[src/include/bpu_consts.svh]
// ----------------------------------------------------------
// Sizing constants for the branch prediction unit
// Included by the prediction packages and the testbench so
// that table depths and widths are defined once
// ----------------------------------------------------------

`ifndef BPU_CONSTS_SVH
`define BPU_CONSTS_SVH

// Width of a byte address in the core
`define BPU_ADDR_W 32

// Entries in the direct-mapped branch target buffer
`define BPU_BTB_ENTRIES 256

// Entries in the bimodal counter table
`define BPU_BHT_ENTRIES 512

// Saturating counter width and the value of a counter never written
`define BPU_CNT_W 2
`define BPU_CNT_INIT 1

`endif

[src/verilog/core_addr_pkg.sv]
// ----------------------------------------------------------
// Basic address and instruction types of the core
// Imported by any block that carries program counters or
// raw instruction words
// ----------------------------------------------------------

`default_nettype none

`include "bpu_consts.svh"

package core_addr_pkg;

    // Byte address as seen by fetch and execute
    typedef logic [`BPU_ADDR_W-1:0] addr_t;

    // One uncompressed instruction word
    typedef logic [31:0] instr_t;

    // Compressed instructions are half a word wide
    typedef logic [15:0] instr_half_t;

endpackage : core_addr_pkg

`default_nettype wire

[src/verilog/branch_pred_pkg.sv]
// ----------------------------------------------------------
// Types exchanged inside the branch prediction unit and with
// fetch and execute
// Import this after core_addr_pkg has been compiled
// ----------------------------------------------------------

`default_nettype none

`include "bpu_consts.svh"

package branch_pred_pkg;

    import core_addr_pkg::*;

    // Fetch request for one program counter
    typedef struct packed {
        addr_t pc;
    } lookup_t;

    // Resolved control-flow instruction coming back from execute
    typedef struct packed {
        addr_t instr_addr;
        addr_t target;
        logic  is_branch;
        logic  is_jump;
        logic  taken;
    } update_t;

    // Target buffer entry, the tag starts just above the index bits
    typedef struct packed {
        logic                                          is_branch;
        logic [`BPU_ADDR_W-1:$clog2(`BPU_BTB_ENTRIES)+1] tag;
        addr_t                                         target;
    } btb_entry_t;

    // One bimodal saturating counter
    typedef struct packed {
        logic [`BPU_CNT_W-1:0] cnt;
    } cnt_entry_t;

    // What the target buffer knows about a lookup one cycle later
    typedef struct packed {
        logic  valid;
        addr_t pc;
        logic  hit;
        logic  is_jump;
        addr_t target;
    } btb_result_t;

    // Counter value for the same lookup
    typedef struct packed {
        logic [`BPU_CNT_W-1:0] cnt;
    } dir_result_t;

    // Final prediction handed back to fetch
    typedef struct packed {
        addr_t next_pc;
        logic  taken;
        logic  hit;
        addr_t pc;
    } prediction_t;

endpackage : branch_pred_pkg

`default_nettype wire

[src/verilog/prediction_merge.sv]
// ----------------------------------------------------------
// Final stage of the predictor
// Combines the target buffer result with the counter and
// registers the next fetch address for the lookup
// ----------------------------------------------------------

`default_nettype none

module prediction_merge (
    input  logic                         clk_i,
    input  logic                         arst_n_i,
    input  branch_pred_pkg::btb_result_t btb_res_i,
    input  branch_pred_pkg::dir_result_t dir_res_i,
    output logic                         pred_valid_o,
    output branch_pred_pkg::prediction_t pred_o
);

    import core_addr_pkg::*;
    import branch_pred_pkg::*;

    addr_t       seq_pc;
    logic        cnt_taken;
    prediction_t pred_d;

    // Fall-through address for an uncompressed instruction
    assign seq_pc = btb_res_i.pc + addr_t'(4);

    // Upper half of the counter range means taken
    assign cnt_taken = dir_res_i.cnt[$bits(dir_res_i.cnt)-1];

    // ----------------------------------------------------------
    // Taken rule
    // ----------------------------------------------------------

    // Jumps are always taken, branches follow their counter
    always_comb begin
        pred_d.hit     = btb_res_i.hit;
        pred_d.taken   = btb_res_i.hit & (btb_res_i.is_jump | cnt_taken);
        pred_d.pc      = btb_res_i.pc;
        pred_d.next_pc = pred_d.taken ? btb_res_i.target : seq_pc;
    end

    // ----------------------------------------------------------
    // Output register
    // ----------------------------------------------------------

    always_ff @(posedge clk_i) begin
        pred_o <= pred_d;
    end

    always_ff @(posedge clk_i or negedge arst_n_i) begin
        if (!arst_n_i) begin
            pred_valid_o <= 1'b0;
        end else begin
            pred_valid_o <= btb_res_i.valid;
        end
    end

endmodule : prediction_merge

`default_nettype wire
[config.mk]
export PLATFORM = sky130hd
export DESIGN_NAME = prediction_merge
export DESIGN_NICKNAME = d
export VERILOG_FILES = /design/src/verilog/core_addr_pkg.sv /design/src/verilog/branch_pred_pkg.sv /design/src/verilog/prediction_merge.sv
export VERILOG_INCLUDE_DIRS = /design/src /design/src/include
export SDC_FILE = /design/constraint.sdc
export NUM_CORES = 1
export LEC_CHECK = 0
export ABC_CLOCK_PERIOD_IN_PS = 1200
export BUFFER_PORTS_ARGS = -buffer_cell sky130_fd_sc_hd__buf_2
export CORE_ASPECT_RATIO = 1.75
export CORE_MARGIN = 2
export CORE_UTILIZATION = 46
export DETAILED_ROUTE_END_ITERATION = 8
export PLACE_DENSITY_LB_ADDON = 0.2
export SLEW_MARGIN = 20
export SYNTH_ARGS = -nofsm -noshare
export SYNTH_HDL_FRONTEND = slang
export SYNTH_SLANG_ARGS = --single-unit
[constraint.sdc]
create_clock -name clk_i -period 1.2 [get_ports clk_i]
set_input_delay 0.18 -clock clk_i [delete_from_list [all_inputs] [get_ports clk_i]]
set_output_delay 0.18 -clock clk_i [all_outputs]
set_load 0.03 [all_outputs]
---- Word-level counts from Yosys, hierarchy flattened ----
Index checks and enable logic that the tools add are counted.
operators by class
  mux-type cells .......................... 1
  $add $sub $neg .......................... 1
  bitwise gates (word level) .............. 2
operator list
  operator                                        number
  adder 32 x 3 -> 32 bit (second input constant)  1
  2-to-1 mux 32 bit                               1
  AND 1 bit                                       1
  bitwise OR 1 bit                                1
storage, ports and cells
  flip-flop bits (word level) ............. 67
  bits of input ports ..................... 71
  word-level logic and storage cells ...... 9

---- Depth between registers and ports, before layout ----
  word-level depth ........................ 3
  depth in mapped cells ................... 6
  depth with buffers taken out ............ 5

---- Least setup slack after synthesis ----
No wires, ideal clock.
  path type ............................... input-to-reg
  start ................................... input btb_res_i[36] (netlist bit)
  end ..................................... register pred_o[56] (netlist bit)
  stages on the path ...................... 6
  data required time ...................... 1.126 ns
  data arrival time ....................... 1.609 ns
  slack ................................... -0.483 ns
  path buffers ............................ 1
  path through ............................ ha_1 nand2_1 or3_1 clkbuf_1 or4_1 a31oi_1
RTL lines
  item                    RTL line                text
  start: declaration      prediction_merge.sv:12  input branch_pred_pkg::btb_result_t btb_res_i,
  end signal: assignment  prediction_merge.sv:48  pred_o <= pred_d;
  end: declaration        prediction_merge.sv:15  output branch_pred_pkg::prediction_t pred_o

==> summary.md <==
| Metric | Value |
|---|---|
| Worst path arrival time | ~1700 ps |
| Root Buffer | clkbuf_8 |
| Total negative slack | -1380 ps |
| Initial Utilization | between 40% and 50% |
| Post-synth EDFFs | 0 |
| Count leader, synth | dfxtp_1 |
| Ranking of synthesized cells by area | dfxtp_1, nand2_1, or4_1 |
| Die Y | ~98 um |
| Initial antenna violation count | 0 |
| Mapped Avg Cell Area | around 9.7 um^2 |
| # setup viols final | 13 |
| FILL cells | between 200 and 300 |
| Global-route wire length before repair | about 12000 um |
| Drc violations | 0 |
| Post-synthesis sequential area ratio | approximately 58% |
| Synth Area in Compound Gates | between 10% and 20% |
| DIE AREA | about 5700 um^2 |
| Pwr dens | 1352 nW/um^2 |
| Input/output buffers | approximately 140 |
| Crit path time final | around 1400 ps |
| Area share of the largest cell type after synthesis | a little under three fifths |
| Site Rows | 34 |
| Initial detailed-routing violation count | approximately 100 |
| Hold Crit Class | input pin to flip-flop |
| Sink Count | 67 |
| Final Core Density | a little under nine tenths |
| Cell Area, Synth | 2330 um^2 |
| Status | complete, but fails checks |
| Post-Syn Nets | approximately 310 |
| Post-synthesis xor/xnor area fraction | slightly below 5% |
| Vias in the first global route | around 2700 |
| Main combinational cell family by area after synthesis | simple AND/OR/NAND/NOR gates |
| Overall routing resource usage | approximately a quarter |
| Yosys top cell by area | dfxtp_1 |
| Tcrit/Tclk final | 119.0% |
| Crit Path Max Fanout | 5 |
| RSZ-0062 raised after global routing | yes |
| Overflow after GRT | 0 |
| Met2 WL post-DR | roughly 4300 um |
| Multiplexer share of the synthesized area | 0% |
| Critical path origin | btb_res_i[58] |
| H-tree depth | 3 |
| CP startpoint kind | input pin |
| M1 WL | approximately 2700 um |
| Die width | around 58 um |
| Placed wire-length estimate | 5308 um |
| DR vias/cell | around 5.2 |
| Synth Warn # | 0 |
| Io pins | 138 |
| VDD IR max | between 0.001 and 0.0015 V |
| FF+latch count, synth | 67 |
| Layout cells sized above 1 | a little over half |
| Maximum clock rate | between 0.7 and 0.8 GHz |
| Hold Path Origin | btb_res_i[1] |
| Setup crit end kind | flip-flop |
| Area grow syn2layout | 80.08% |
| Hold-critical path depth | 3 |
| WS Path Type | input pin to flip-flop |
| Synth Area in Simple Gates | 21.75% |
| RD Place Congestion | between 0.7 and 0.8 |
| DR WL/cell | 15.17 um |
| Synth Area in Adders | 0.5371% |
| Ys flop type | dfxtp_1 |
| Total core area | roughly 5000 um^2 |
| Async set-reset flop share out of synthesis | roughly 1.5% |
| Max cap viols | 0 |
| Highest layer used for signal routing | met4 |
| Post-route ant nets | 0 |
| Largest net degree at the start of global routing | 16 |
| Num CTS Buffers | 9 |
| Drt total wl | 7783 um |
| N_diodes | 0 |
| Worst setup margin | -228.1 ps |
| Slew HR | a little under three quarters |
| Worst Hold Path EP | pred_o[35]$_DFF_P_ |
| # nets final | 526 |
| Clock buffer depth | 2 |
| Actual slew at the worst max-slew pin | approximately 430 ps |
| Failing checks | negative setup slack |
| Worst-path clk slew | about 70 ps |
| Netlist cell types | 27 |
| Final Max Tran Viols | 0 |
| Critical Path RT | 1460 ps |
| Pre-Repair DR Iteration Count | 4 |
| WL met3 | 456 um |
| Synth cell count leaders | dfxtp_1, nand2_1, nor2_1 |
| Syn Inst Count | 241 |
| CTS tree | done |
| Final Hold Viols | 0 |
| DR vias | 2667 |
| Leakage power | roughly 1.9 nW |
[how the worst max path moves through the flow]
| stage | to | slack [ps] |
|---|---|---|
| 2_1_floorplan | pred_o[63]$_DFF_P_ | -430 |
| 3_3_place_gp | pred_o[63]$_DFF_P_ | -600 |
| 3_5_place_dp | pred_o[62]$_DFF_P_ | -660 |
| 4_1_cts | pred_o[64]$_DFF_P_ | -170 |
| 5_1_grt | pred_o[64]$_DFF_P_ | -270 |
| 6_report | pred_o[64]$_DFF_P_ | -230 |
[state kept, by name (all words and copies together), names as in the netlist]
| register | cells |
|---|---|
| pred_o | 66 |
| pred_valid_o | 1 |
[stage by stage]
stage	std cells	setup WS [ps]	cell area (um^2)	total power, mW	hold WS [ps]
2_1_floorplan	241	-431.0	2386	2.998	-115.6
3_3_place_gp	476	-600.0	3506	3.468	-46.16
3_5_place_dp	476	-664.7	3506	3.486	-44.39
4_1_cts	508	-170.5	3976	5.631	-23.59
5_1_grt	513	-266.6	4195	5.853	29.61
6_report	513	-228.1	4195	5.674	16.32
[cells in the final DEF (no fill, tap or decap), types with 11 or more instances in the layout]
cell           synthesis  layout
clkbuf_8               0      11
o21ai_0               14      13
nand2_1               32      31
o31ai_1               13      12
a31oi_1               14      12
buf_6                  0      12
nor2_1                16      16
buf_2                  3     122
buf_4                  0      60
dlygate4sd3_1          0      13
xnor2_1               11      11
dfxtp_1               66      66
[routing by layer]
metal | up-vias | GRT usage, %
li1 | 1297 | -
met4 | 0 | 13.77
met5 | - | 0
met1 | 1228 | 26.31
met3 | 28 | 6.093
met2 | 114 | 49.30
[logic make-up (layout without fill, tap and decap cells)]
logic type / Yosys count / in the layout
AOI/OAI and AO/OA: 45 / 45
xor gates and xnor gates: 13 / 13
adders and majority gates: 1 / 1
buffers and inverters: 17 / 235
DFF: 67 / 67
and+or+nand+nor: 98 / 98
[area by class of cell]
cell class / count / area, um^2 / area share [%]
clock inverters: 4 / 72.57 / 1.730
inverters: 4 / 15.01 / 0.3579
multi-input cells: 157 / 1087 / 25.92
clock buffers: 12 / 155.1 / 3.698
repair buffers: 215 / 1451 / 34.60
well taps: 54 / 67.56 / 1.610
flip-flops and latches: 67 / 1346 / 32.09
[power by group]
group | total, mW | internal, mW | switching (mW)
clock network | 2.11 | 1.28 | 0.826
logic | 1.14 | 0.463 | 0.678
registers | 2.43 | 2.39 | 0.0383
[critical path, stage by stage]
cell	delay [ps]
buf_6	70
nand4_1	120
or4_4	580
or4_4	570
a31oi_4	170
[timing repair]
item                       4_1_cts  5_1_grt
setup buffers                    4        4
hold buffers                    12        1
resized for setup               21       38
hold endpoints to repair        13        1
setup endpoints to repair       15       15
pin swaps                       17       13
(Power assumes the default switching activity.)
